[src/logic/glb_pkg.sv]
`default_nettype none

package glb_pkg;

    // Sizes --------------------
    localparam int unsigned num_banks = 4; // One bank per IO port.
    localparam int unsigned bank_data_width = 64;
    localparam int unsigned bank_strb_width = 8;
    localparam int unsigned cgra_data_width = 16;

    // Address fields --------------------
    localparam int unsigned glb_addr_width = 32;
    localparam int unsigned byte_offset_width = 3; // Byte within a 64-bit word.
    localparam int unsigned bank_addr_width = 12; // 4 KiB per bank.
    localparam int unsigned bank_word_addr_width = 9;
    localparam int unsigned bank_sel_width = 2; // Sits right above bank_addr_width.
    localparam int unsigned lane_width = 2; // Byte address bits 2 and 1.

endpackage

`default_nettype wire

[src/logic/glb_host_port.sv]
`default_nettype none

module glb_host_port (
    input  logic                                     clk,
    input  logic                                     rst,

    input  logic [glb_pkg::bank_strb_width-1:0]      host_wr_strb,
    input  logic [glb_pkg::glb_addr_width-1:0]       host_wr_addr,
    input  logic [glb_pkg::bank_data_width-1:0]      host_wr_data,
    input  logic                                     host_rd_en,
    input  logic [glb_pkg::glb_addr_width-1:0]       host_rd_addr,
    output logic [glb_pkg::bank_data_width-1:0]      host_rd_data,

    output logic [glb_pkg::bank_strb_width-1:0]      bank_wr_strb [glb_pkg::num_banks-1:0],
    output logic [glb_pkg::bank_word_addr_width-1:0] bank_addr,
    output logic [glb_pkg::bank_data_width-1:0]      bank_wr_data,
    output logic [glb_pkg::num_banks-1:0]            bank_rd_en,
    input  logic [glb_pkg::bank_data_width-1:0]      bank_rd_data [glb_pkg::num_banks-1:0]
);
    import glb_pkg::*;

    logic [bank_sel_width-1:0] wr_sel;
    logic [bank_sel_width-1:0] rd_sel;
    logic                      rd_pending;
    logic [bank_sel_width-1:0] rd_bank;

    // Address decode --------------------
    assign wr_sel = host_wr_addr[bank_addr_width +: bank_sel_width];
    assign rd_sel = host_rd_addr[bank_addr_width +: bank_sel_width];

    // Host side of a bank is single ported. A read takes the address.
    assign bank_addr = host_rd_en ? host_rd_addr[bank_addr_width-1:byte_offset_width]
                                  : host_wr_addr[bank_addr_width-1:byte_offset_width];
    assign bank_wr_data = host_wr_data;

    always_comb begin
        for (int b = 0; b < num_banks; b++) begin
            bank_wr_strb[b] = (wr_sel == bank_sel_width'(b)) ? host_wr_strb : '0;
            bank_rd_en[b]   = host_rd_en && (rd_sel == bank_sel_width'(b));
        end
    end

    // Read return --------------------
    always_ff @(posedge clk) begin
        if (host_rd_en) begin
            rd_bank <= rd_sel;
        end
    end

    always_ff @(posedge clk) begin
        if (rst) begin
            rd_pending   <= 1'b0;
            host_rd_data <= '0;
        end else begin
            rd_pending <= host_rd_en;
            if (rd_pending) begin
                host_rd_data <= bank_rd_data[rd_bank]; // Held until the next read.
            end
        end
    end

    // Checks --------------------
    a_one_bank_read: assert property (
        @(posedge clk) disable iff (rst) $onehot0(bank_rd_en)
    ) else $error("glb_host_port: more than one bank read enable");

    // Shared bank address cannot serve a read and a write at once.
    a_no_host_rd_wr: assert property (
        @(posedge clk) disable iff (rst) !(host_rd_en && (|host_wr_strb))
    ) else $error("glb_host_port: host read and write in the same cycle");

endmodule

`default_nettype wire

[config.mk]
export PLATFORM = sky130hd
export DESIGN_NAME = glb_host_port
export DESIGN_NICKNAME = d
export VERILOG_FILES = /design/src/logic/glb_pkg.sv /design/src/logic/glb_host_port.sv
export SDC_FILE = /design/constraint.sdc
export NUM_CORES = 1
export LEC_CHECK = 0
export BUFFER_PORTS_ARGS = -buffer_cell sky130_fd_sc_hd__buf_4
export CORE_AREA = 4 4 218 220
export CTS_CLUSTER_SIZE = 25
export DETAILED_ROUTE_END_ITERATION = 10
export DIE_AREA = 0 0 222 224
export HOLD_SLACK_MARGIN = 0.05
export PLACE_DENSITY = 0.46
export SETUP_SLACK_MARGIN = 0.5
export SYNTH_ARGS = -nofsm -noshare
export SYNTH_HDL_FRONTEND = slang
export SYNTH_SLANG_ARGS = --single-unit
[constraint.sdc]
create_clock -name clk -period 3.8 [get_ports clk]
set_clock_uncertainty 0.2 [all_clocks]
set_input_delay 0 -clock clk [delete_from_list [all_inputs] [get_ports clk]]
set_output_delay 0 -clock clk [all_outputs]
set_load 0.02 [all_outputs]
==> flow_metrics.tcl <==
set metrics [dict create \
    layout_common_cells "401 x buf_4, 259 x dlygate4sd3_1, 128 x mux2i_1, 64 x dfxtp_1, 60 x o221ai_2" \
    leakage_nw 5.20 \
    cp_slowest_cell "dfxtp_2" \
    status "finished clean" \
    finalSetupTns_ps 0 \
    grt_pass1_wl_um 37300 \
    die_h_um 224 \
    grt-ovfl-total 0 \
    numClockSinks 67 \
    clk_latency_ps 350 \
    layout.nets 1444 \
    startpoint_type "flop" \
    final_common_cell "buf_4" \
    drc_errors 0 \
    p_per_area_mw_per_mm2 249 \
    drt_iter0_drc 145 \
    max_cap_violations 0 \
    netlist_instances 484 \
    hold_path_class "input port to flop" \
    worst_slew_pin_slew_ps 718 \
    yosys_warnings 0 \
    finalCritPeriodShare_pct 73.9 \
    rows 78 \
    initial_utilization_pct 11.6 \
    ios 568 \
    grt_max_degree 69 \
    syn_nets 879 \
    multi_input_area_mm2 0.00315 \
    rsz0062_at_grt "no" \
    drt_pass1_iterations 4 \
    seq_area_mm2 0.00136 \
    cts_tree "built" \
    crit_path_start "rd_pending$_SDFF_PP0_" \
    worst-endpoint-required_ps 3900 \
    drt-total-wl_um 25100 \
    r2r_end "host_rd_data[63]$_SDFFE_PP0P_" \
    drive_gt1_share_pct 48.4 \
    crit_chain "or3b_4, buf_12, o221ai_1, dlygate4sd3_1" \
    ctsHoldBuffers 259 \
    setup_viol 0 \
    clk_pin_slew_worst_paths_ps 60 \
    clk_path_buf_depth 2 \
    utilization_pct 24.8 \
    ir_drop_uv 157 \
    coreArea_mm2 0.0453 \
    ys_seq_area_share_pct 25.9 \
    die-width_um 222 \
    first_global_vias 6786 \
    fmaxAchievable_mhz 356 \
    syn_to_final_growth_pct 113 \
    r2r_start "rd_pending$_SDFF_PP0_" \
    hold_viol 0 \
    gp_congestion 0.819 \
    critPathArrivalTime_ps 2910 \
    vias 6092 \
    path_class "flop to flop" \
    reg2reg_slack_ps 990 \
    slowest_delay_ps 740 \
    fin_crit_ps 2810 \
    synth-seq-cells 67 \
    post_drt_wl_per_cell_um 15.2 \
    cts_buffers 9 \
    netlist_area_mm2 0.00526 \
    hpwlAfterDp_um 17700 \
    rr_worst_depth 4 \
    port_buffers 397 \
    fill_cells 4821 \
    grt_antenna_before_repair 1 \
    antenna_left 0 \
    postCtsSetupBuffers 0 \
    slew_headroom_pct 52.1 \
    via_per_inst 3.68 \
    power_mw 2.79 \
    crit_fanout 34 \
    cp-endpoint "host_rd_data[63]$_SDFFE_PP0P_" \
    root_buffer "clkbuf_16" \
    ys_types 21 \
    cts_max_level 3 \
    die_area_mm2 0.0497 \
    critPathCaptureType "flop" \
    grtUsageTotal_pct 9.49 \
    avgSynthCellArea_um2 10.9 \
    maxSlewViolCount 0 \
    post_cts_resized 0 \
    worstHoldStart "rst" \
]
-- cell type report --
type / instances / area share (%)
Timing Repair Buffer: 663 / 50.4
Tap cell: 600 / 6.69
Multi-Input combinational cell: 308 / 28.1
Sequential cell: 67 / 12.1
Clock buffer: 14 / 2.35
Antenna cell: 1 / 0.0223
Clock inverter: 2 / 0.312
-- worst min path at each step --
stage               cells after the start                    end
floorplan                               1          bank_rd_en[1]
global placement                        0        bank_wr_data[0]
detailed placement                      0        bank_wr_data[0]
CTS                                     3  rd_pending$_SDFF_PP0_
global route                            3           bank_addr[2]
finish                                  3  rd_pending$_SDFF_PP0_
-- flip-flops by register name (all words and copies together), names as in the netlist --
signal        cells
host_rd_data     64
rd_bank           2
rd_pending        1
-- cell usage after synthesis, drive strengths merged --
| library cell | instances | area, µm² |
|---|---|---|
| nor3b | 1 | 7.51 |
| edfxtp | 2 | 60.1 |
| clkbuf | 14 | 53.8 |
| or3b | 65 | 569 |
| nor2 | 2 | 7.51 |
| mux2i | 128 | 1280 |
| nand2 | 1 | 3.75 |
| and3b | 1 | 8.76 |
| dfxtp | 65 | 1300 |
| nor2b | 3 | 18.8 |
| mux2 | 9 | 101 |
| nand3b | 1 | 7.51 |
| and3 | 9 | 56.3 |
| o221ai | 64 | 936 |
| buf | 95 | 697 |
| and2 | 24 | 150 |
-- logic make-up (layout without fill, tap and decap cells) --
| family | after synthesis | after routing | share of synthesized area, % |
|---|---|---|---|
| simple gates | 107 | 107 | 15.8 |
| other cells | 0 | 1 | 0 |
| flops | 67 | 67 | 25.9 |
| mux | 137 | 137 | 26.3 |
| compound gates | 64 | 64 | 17.8 |
| buf+inv | 109 | 679 | 14.3 |
-- per-stage QoR --
stage / area (µm²) / std cells / worst slack (ps) / hold slack [ps]
floorplan: 5260 / 484 / 2360 / -120
global placement: 8330 / 1379 / 1460 / -200
detailed placement: 8330 / 1379 / 1430 / -200
CTS: 11200 / 1654 / 886 / 91.1
global route: 11200 / 1655 / 812 / 139
finish: 11200 / 1655 / 991 / 113
-- per-layer routing --
metal  GRT usage, %  vias to the layer above  part of all wire [%]
met5              0                        -                     0
met4           3.90                        0                   2.7
met3           3.21                       32                   8.3
met2           18.6                      319                    56
met1           9.02                     2828                    33
li1               -                     2913                     -
-- critical path: cells and delay by family, from the launching register on --
family | cells | cell delay [ps]
flops | 1 | 740
buf+inv | 2 | 870
simple gates | 1 | 720
compound gates | 1 | 190
-- power by group --
group / total, mW / internal (mW) / switching, mW
clock: 0.901 / 0.545 / 0.356
combinational: 1.11 / 0.650 / 0.456
sequential: 0.788 / 0.756 / 0.0322
No activity file was read; power rests on OpenSTA's default activity.
