<file path="config.mk">
export PLATFORM = sky130hd
export DESIGN_NAME = glb_io_port
export DESIGN_NICKNAME = d
export VERILOG_FILES = /design/src/logic/glb_pkg.sv /design/src/logic/glb_io_port.sv
export SDC_FILE = /design/constraint.sdc
export NUM_CORES = 1
export LEC_CHECK = 0
export BUFFER_PORTS_ARGS = -buffer_cell sky130_fd_sc_hd__buf_2
export CORE_MARGIN = 10
export CORE_UTILIZATION = 32
export CTS_CLUSTER_SIZE = 28
export DETAILED_ROUTE_END_ITERATION = 8
export GPL_TIMING_DRIVEN = 0
export HOLD_SLACK_MARGIN = 0.12
export PLACE_DENSITY = 0.82
export SETUP_SLACK_MARGIN = 0.02
export SKIP_LAST_GASP = 1
export SLEW_MARGIN = 10
export SYNTH_ARGS = -nofsm -noshare
export SYNTH_HDL_FRONTEND = slang
export SYNTH_SLANG_ARGS = --single-unit
</file>
<file path="constraint.sdc">
create_clock -name clk -period 1.8 [get_ports clk]
set_clock_uncertainty 0.15 [all_clocks]
set_input_delay 0.27 -clock clk [delete_from_list [all_inputs] [get_ports clk]]
set_output_delay 0.27 -clock clk [all_outputs]
set_load 0.03 [all_outputs]
</file>
<file path="src/logic/glb_pkg.sv">
`default_nettype none

package glb_pkg;

    // Sizes --------------------
    localparam int unsigned num_banks = 4; // One bank per IO port.
    localparam int unsigned bank_data_width = 64;
    localparam int unsigned bank_strb_width = 8;
    localparam int unsigned cgra_data_width = 16;

    // Address fields --------------------
    localparam int unsigned glb_addr_width = 32;
    localparam int unsigned byte_offset_width = 3; // Byte within a 64-bit word.
    localparam int unsigned bank_addr_width = 12; // 4 KiB per bank.
    localparam int unsigned bank_word_addr_width = 9;
    localparam int unsigned bank_sel_width = 2; // Sits right above bank_addr_width.
    localparam int unsigned lane_width = 2; // Byte address bits 2 and 1.

endpackage

`default_nettype wire

</file>
<file path="src/logic/glb_io_port.sv">
`default_nettype none

module glb_io_port (
    input  logic                                     clk,
    input  logic                                     rst,
    input  logic                                     stall,

    input  logic                                     wr_en,
    input  logic                                     rd_en,
    input  logic [glb_pkg::cgra_data_width-1:0]      wr_data,
    input  logic [glb_pkg::cgra_data_width-1:0]      addr_high,
    input  logic [glb_pkg::cgra_data_width-1:0]      addr_low,
    output logic [glb_pkg::cgra_data_width-1:0]      rd_data,
    output logic                                     rd_data_valid,

    output logic [glb_pkg::bank_strb_width-1:0]      bank_wr_strb,
    output logic [glb_pkg::bank_word_addr_width-1:0] bank_addr,
    output logic [glb_pkg::bank_data_width-1:0]      bank_wr_data,
    output logic                                     bank_rd_en,
    input  logic [glb_pkg::bank_data_width-1:0]      bank_rd_data
);
    import glb_pkg::*;

    logic [glb_addr_width-1:0]  byte_addr;
    logic [lane_width-1:0]      lane;
    logic                       wr_accept;
    logic                       rd_accept;
    logic                       rd_pending;
    logic [lane_width-1:0]      rd_lane;

    // Request side --------------------
    assign byte_addr = {addr_high, addr_low};
    assign lane      = byte_addr[byte_offset_width-1:1];
    assign bank_addr = byte_addr[bank_addr_width-1:byte_offset_width];

    // Stall freezes new traffic only.
    assign wr_accept = wr_en && !stall;
    assign rd_accept = rd_en && !stall;

    assign bank_wr_data = {(bank_data_width / cgra_data_width){wr_data}};
    assign bank_wr_strb = wr_accept ? (bank_strb_width'(2'b11) << {lane, 1'b0}) : '0;
    assign bank_rd_en   = rd_accept;

    // Return side --------------------
    always_ff @(posedge clk) begin
        if (rd_accept) begin
            rd_lane <= lane;
        end
        if (rd_pending) begin
            rd_data <= bank_rd_data[rd_lane*cgra_data_width +: cgra_data_width];
        end
    end

    always_ff @(posedge clk) begin
        if (rst) begin
            rd_pending    <= 1'b0;
            rd_data_valid <= 1'b0;
        end else begin
            rd_pending    <= rd_accept;
            rd_data_valid <= rd_pending; // Bank data lands one cycle after issue.
        end
    end

    // Checks --------------------
    a_valid_after_read: assert property (
        @(posedge clk) disable iff (rst) rd_data_valid |-> $past(rd_accept, 2)
    ) else $error("glb_io_port: read valid without an accepted read");

endmodule

`default_nettype wire

</file>
==> results of run 1 <==
layout by cell type (no fill, tap or decap):
| cell type | synthesis | layout |
|---|---|---|
| buf_2 | 2 | 171 |
| buf_4 | 77 | 77 |
| edfxtp_1 | 18 | 18 |
| mux4_2 | 10 | 10 |
| mux4_1 | 6 | 6 |
| clkbuf_8 | 0 | 3 |
| nor4bb_2 | 0 | 2 |
| nor2b_1 | 2 | 2 |
| dfxtp_1 | 2 | 2 |
| buf_6 | 1 | 1 |
| buf_12 | 1 | 1 |
| and4b_1 | 1 | 1 |
| nor4b_2 | 0 | 1 |
| nor3b_1 | 1 | 1 |
| dlygate4sd3_1 | 0 | 1 |
report_power, final:
group	internal [uW]	leakage [uW]	switching, uW
logic	301	0.00123	336
registers	534	0.000182	8.42
clock network	148	0.0000216	124
total	983	0.00143	468
worst paths after layout:
check,slack (ns),end,depth (start not counted),startpoint
hold / removal,0.13,rd_lane[1]$_DFFE_PP_,1,addr_low[2]
hold reg to reg,0.63,rd_data[5]$_DFFE_PP_,2,rd_lane[1]$_DFFE_PP_
setup reg to reg,0.24,rd_data[12]$_DFFE_PP_,3,rd_lane[0]$_DFFE_PP_
setup / recovery,0.24,rd_data[12]$_DFFE_PP_,3,rd_lane[0]$_DFFE_PP_
area by class of cell:
| type | instances | area share [%] |
|---|---|---|
| Timing Repair Buffer | 170 | 32.36 |
| Buffer | 81 | 23.42 |
| Sequential cell | 20 | 21.95 |
| Multi-Input combinational cell | 23 | 17.41 |
| Tap cell | 70 | 3.311 |
| Clock buffer | 3 | 1.561 |
sequential cells by signal, summed over array words and instances, names as in the netlist:
register,count
rd_data,16
rd_pending,1
rd_lane,2
rd_data_valid,1
worst register-to-register path: cells and delay by family (launching register included):
kind | cells | cell delay [ns]
flops | 1 | 0.34
mux | 1 | 0.51
buf+inv | 2 | 0.30
cell usage after synthesis, drive strengths merged:
master | count | area, um2
and4b | 1 | 10.01
buf | 81 | 619.3
dfxtp | 2 | 40.04
edfxtp | 18 | 540.5
mux4 | 16 | 382.9
nor2b | 2 | 12.51
nor3b | 1 | 7.510
nor4b | 1 | 8.760
nor4bb | 2 | 20.02
metal layers:
metal  up-vias  global-route usage [%]  part of all wire [%]
met3         6                   5.623                    12
met2        88                   23.99                    56
li1        718                       -                     -
met1       643                   12.05                    31
met5         -                       0                     0
met4         0                   3.264                   1.1
logic make-up after synthesis:
logic type | after synthesis | share of synthesized area (%)
multiplexers | 16 | 23.32
buffers and inverters | 81 | 37.73
flip-flops | 20 | 35.37
AND/OR/NAND/NOR | 7 | 3.583
timing repair:
item / 4_1_cts / 5_1_grt
endpoints found under the setup margin: 0 / 0
endpoints found under the hold margin: 2 / 0
hold buffers: 1 / 0
through the flow:
stage | hold slack, ns | setup slack (ns)
detailed placement | 0.3175 | 0.2313
CTS | 0.1214 | 0.2275
global route | 0.1284 | 0.1761
floorplan | 0.1916 | 0.08317
global placement | 0.3165 | 0.2386
finish | 0.1252 | 0.2395
==> impl_results.md, run 1 <==
* Setup violators final at 0
* Cell Rows at 26
* Number of synthesized register bits at 20
* Placed cells at 363
* Clk sink count at 20
* Vias per inst at 3.965
* Total negative slack at 0 ns
* First-pass GRT wire length at 8728 um
* CP peak stage delay at 0.50 ns
* RD Place Congestion at 0.7633
* CP Class: reg -> reg
* # DRC at 0
* DIE WIDTH at 91.63 um
* Pins Over Slew Limit at 0
* N_diodes at 0
* Crit-path cells: buf_6 -> buf_12 -> mux4_2
* Gr ovfl total at 0
* Final instance area at 0.002645 mm2
* Total power at 1452 uW
* IO Pins at 216
* Final #Nets at 416
* CTS resizes at 0
* DR WL/cell at 15.57 um
* Gate Count Post-Synth at 124
* Tmin final at 1.560 ns
* Fin cells at 367
* Period utilization at 86.69%
* H-tree lvl count at 1
* Power Density at 548.8 mW/mm2
* Final hold violation count at 0
* CTS tree: built
* Die span in y at 91.63 um
* Largest net degree at the start of global routing at 18
* Fraction of final layout cells sized beyond drive strength 1 at 89.56%
* Initial antenna violation count at 0
* Mapped Nets at 241
* Mapped Area at 0.001642 mm2
* Clk root buf: clkbuf_8
* Critical path endpoint category: flip-flop
* Seq/Total Area, Yosys at 35.37%
* Critical path's top delay family: multiplexers
* Maxcap violations at 0
* Bufs and invs on worst path at 2
* Critical Path Start Type: flip-flop
* PortBufs at 169
* Post-DP HPWL at 5293 um
* Max VDD drop at 284.9 uV
* Syn avg cell area at 13.24 um2
* Initial core utilization at 32.56%
* TritonRoute pass-1 iters at 4
* Slew margin rel. at 54.58%
* Clock Latency Late Sink at 0.25 ns
* Area Growth Syn to Fin at 61.13%
* Total setup buffers inserted after CTS at 0
* CP max FO at 10
* DRT Wirelength at 5714 um
* Via count at 1455
* # fillers at 439
* Min-delay worst type: in -> reg
* Core area at 0.005042 mm2
* F_max at 640.8 MHz
* Least-Margin Pin Slew at 0.6804 ns
* Cts bufs inserted at 3
* Antenna viol nets, final at 0
* Placed Area at 0.002594 mm2
* Number of global-route vias before repair at 1747
* Ys Warns at 0
* Gr usage total at 12.65%
* CP arrival at 1.39 ns
* Setup repair after global routing missed its margin: no
* Area occupied by multi-input gates at 460.4 um2
* Slowest CP cell: mux4_2
* Outcome: complete, no violations
* Cell variety after synth at 13
* DR iter-0 viols at 38
* Worst Path Required at 1.63 ns
* Register Area at 580.6 um2
* Clock buffer depth at 2
* Clock slew at the register clock pins of the worst setup and hold paths at 0.07 ns
* P_leak at 0.001430 uW
* Die Area at 0.008395 mm2
* Final Core Density at 52.46%
Power figures use the tool's default switching activity.
==> inputs of run 2 (changes only) <==
--- a/config.mk
+++ b/config.mk
@@ -12,6 +12,7 @@
 export DETAILED_ROUTE_END_ITERATION = 8
 export GPL_TIMING_DRIVEN = 0
 export HOLD_SLACK_MARGIN = 0.12
+export MAX_ROUTING_LAYER = met4
 export PLACE_DENSITY = 0.82
 export SETUP_SLACK_MARGIN = 0.02
 export SKIP_LAST_GASP = 1
==> impl_results.md, run 2 (synthesis gave the netlist of run 1 again) <==
* Outcome: complete, no violations
* DIE WIDTH at 91.63 um (unchanged)
* Hold Slack at 0.1252 ns (-0.00003900 ns)
* Via count at 1456 (+0.069%)
* DRT Wirelength at 5712 um (about the same)
* Reg with most FFs: rd_data
* # hold bufs at CTS at 1 (unchanged)
* TritonRoute pass-1 iters at 4 (unchanged)
* Clk pwr share at 18.8% (about the same)
* Register-to-register path setup slack at 0.24 ns (about the same)
* Initial antenna violation count at 0 (unchanged)
* Setup violators final at 0 (unchanged)
* Maxcap violations at 0 (unchanged)
* Hold wc startpoint: addr_low[2]
* Cts bufs inserted at 3 (unchanged)
* Psw at 468.4 uW (about the same)
* Most frequent cells in the layout: buf_2 (171), buf_4 (77), edfxtp_1 (18), mux4_2 (10), mux4_1 (6)
* Antenna viol nets, final at 0 (unchanged)
* Worst Hold Path Cells at 1 (unchanged)
* Core area at 0.005042 mm2 (unchanged)
* R2r endpoint: rd_data[12]$_DFFE_PP_
* IO Pins at 216 (unchanged)
* N_diodes at 0 (unchanged)
* Clock buffer depth at 2 (unchanged)
* Most common library cell in the layout ignoring fill and taps: buf_2
* F_max at 640.8 MHz (about the same)
* Switch share at 32.27% (about the same)
* PnR worst setup slack at 0.2396 ns (+0.00003200 ns)
* Gr usage total at 13.02% (+0.37 points)
* Final instance area at 0.002645 mm2 (unchanged)
* CTS tree: built
* Reg2reg start: rd_lane[0]$_DFFE_PP_
* Final hold violation count at 0 (unchanged)
* Post-DP HPWL at 5293 um (unchanged)
* CP arrival at 1.39 ns (about the same)
* Worst Path Required at 1.63 ns (about the same)
* Clk root buf: clkbuf_8
* Clk sink count at 20 (unchanged)
* Die span in y at 91.63 um (unchanged)
* Number of global-route vias before repair at 1749 (+0.11%)
* DR iter-0 viols at 40 (+5.3%)
* H-tree lvl count at 1 (unchanged)
* Setup repair after global routing missed its margin: no
* Worst Hold End: rd_lane[1]$_DFFE_PP_
* Clock Latency Late Sink at 0.25 ns (about the same)
* Critical Path Start Type: flip-flop
* Combinational share of power at 43.9% (about the same)
* Total setup buffers inserted after CTS at 0 (unchanged)
* Crit-path cells: buf_6 -> buf_12 -> mux4_2
* CTS resizes at 0 (unchanged)
* Die Area at 0.008395 mm2 (unchanged)
* Tmin final at 1.560 ns (-0.00003200 ns)
* Final Core Density at 52.46% (unchanged)
* Vias per inst at 3.967 (about the same)
* Max VDD drop at 284.9 uV (about the same)
* Final #Nets at 416 (unchanged)
* Period utilization at 86.69% (about the same)
* PortBufs at 169 (unchanged)
* Gr ovfl total at 0 (unchanged)
* First-pass GRT wire length at 8700 um (-0.32%)
* Largest net degree at the start of global routing at 18 (unchanged)
* Area Growth Syn to Fin at 61.13% (unchanged)
* Pre-CTS WS at 0.2313 ns (unchanged)
* Slew margin rel. at 54.29% (-0.29 points)
* Fraction of final layout cells sized beyond drive strength 1 at 89.56% (unchanged)
* Power Density at 548.8 mW/mm2 (about the same)
* P_leak at 0.001430 uW (unchanged)
* Least-Margin Pin Slew at 0.6847 ns (+0.004306 ns)
* Critical path endpoint category: flip-flop
* DR WL/cell at 15.56 um (about the same)
* Biggest regs: rd_data (16), rd_lane (2)
* Bufs and invs on worst path at 2 (unchanged)
* Pins Over Slew Limit at 0 (unchanged)
* CP Class: reg -> reg
* Sequential share of power at 37.3% (about the same)
* RD Place Congestion at 0.7733 (+1.3%)
* Cell Rows at 26 (unchanged)
* # DRC at 0 (unchanged)
* Placed Area at 0.002594 mm2 (unchanged)
* Critical path's top delay family: multiplexers
* Slowest CP cell: mux4_2
* Clock slew at the register clock pins of the worst setup and hold paths at 0.07 ns (about the same)
* CP peak stage delay at 0.50 ns (about the same)
* Total negative slack at 0 ns (unchanged)
* Max reg flops at 16 (unchanged)
* Initial core utilization at 32.56% (unchanged)
* Cell count of the worst reg-to-reg path at 3 (unchanged)
* CP max FO at 10 (unchanged)
* Min-delay worst type: in -> reg
* Int Pwr at 983.0 uW (about the same)
==> run 2: final cells by class <==
| cell class | count | area [um2] |
|---|---|---|
| Buffer | 81 | 619.3 |
| Clock buffer | 3 | 41.29 |
| Tap cell | 70 | 87.58 |
| Timing Repair Buffer | 170 | 855.8 |
| Fill cell | 439 | 2397 |
| Sequential cell | 20 | 580.6 |
| Multi-Input combinational cell | 23 | 460.4 |
==> run 2: how the worst max path moves through the flow <==
| stage | startpoint | depth (start not counted) | slack [ns] | to |
|---|---|---|---|---|
| 5_1_grt | rd_lane[1]$_DFFE_PP_ | 3 | 0.18 | rd_data[10]$_DFFE_PP_ |
| 3_5_place_dp | rd_lane[1]$_DFFE_PP_ | 3 | 0.23 | rd_data[12]$_DFFE_PP_ |
| 6_report | rd_lane[0]$_DFFE_PP_ | 3 | 0.24 | rd_data[12]$_DFFE_PP_ |
| 3_3_place_gp | rd_lane[0]$_DFFE_PP_ | 3 | 0.24 | rd_data[12]$_DFFE_PP_ |
| 4_1_cts | rd_lane[0]$_DFFE_PP_ | 3 | 0.23 | rd_data[12]$_DFFE_PP_ |
| 2_1_floorplan | addr_low[2] | 2 | 0.08 | bank_wr_strb[3] |
==> run 2: worst reg2reg max path, stage by stage (launching register included) <==
cell	delay, ns
edfxtp_1	0.34
buf_6	0.15
buf_12	0.15
mux4_2	0.51
==> run 2: metal layers <==
metal	vias up	track usage [%]	wire length [um]
met4	0	3.264	59
met3	4	4.319	573
met2	88	23.99	3187
met5	-	-	0
met1	646	12.83	1892
li1	718	-	-
==> run 2: per-stage QoR <==
| step | power, uW | cells |
|---|---|---|
| detailed placement | 1198 | 363 |
| CTS | 1473 | 367 |
| finish | 1451 | 367 |
| global route | 1522 | 367 |
| global placement | 1188 | 363 |
| floorplan | 1000 | 124 |
==> run 2: power groups by stage <==
stage	Combinational (uW)	Clock (uW)	Sequential (uW)
floorplan	421	0	579
global placement	635	0	553
detailed placement	645	0	553
CTS	648	283	542
global route	677	301	544
finish	637	272	542
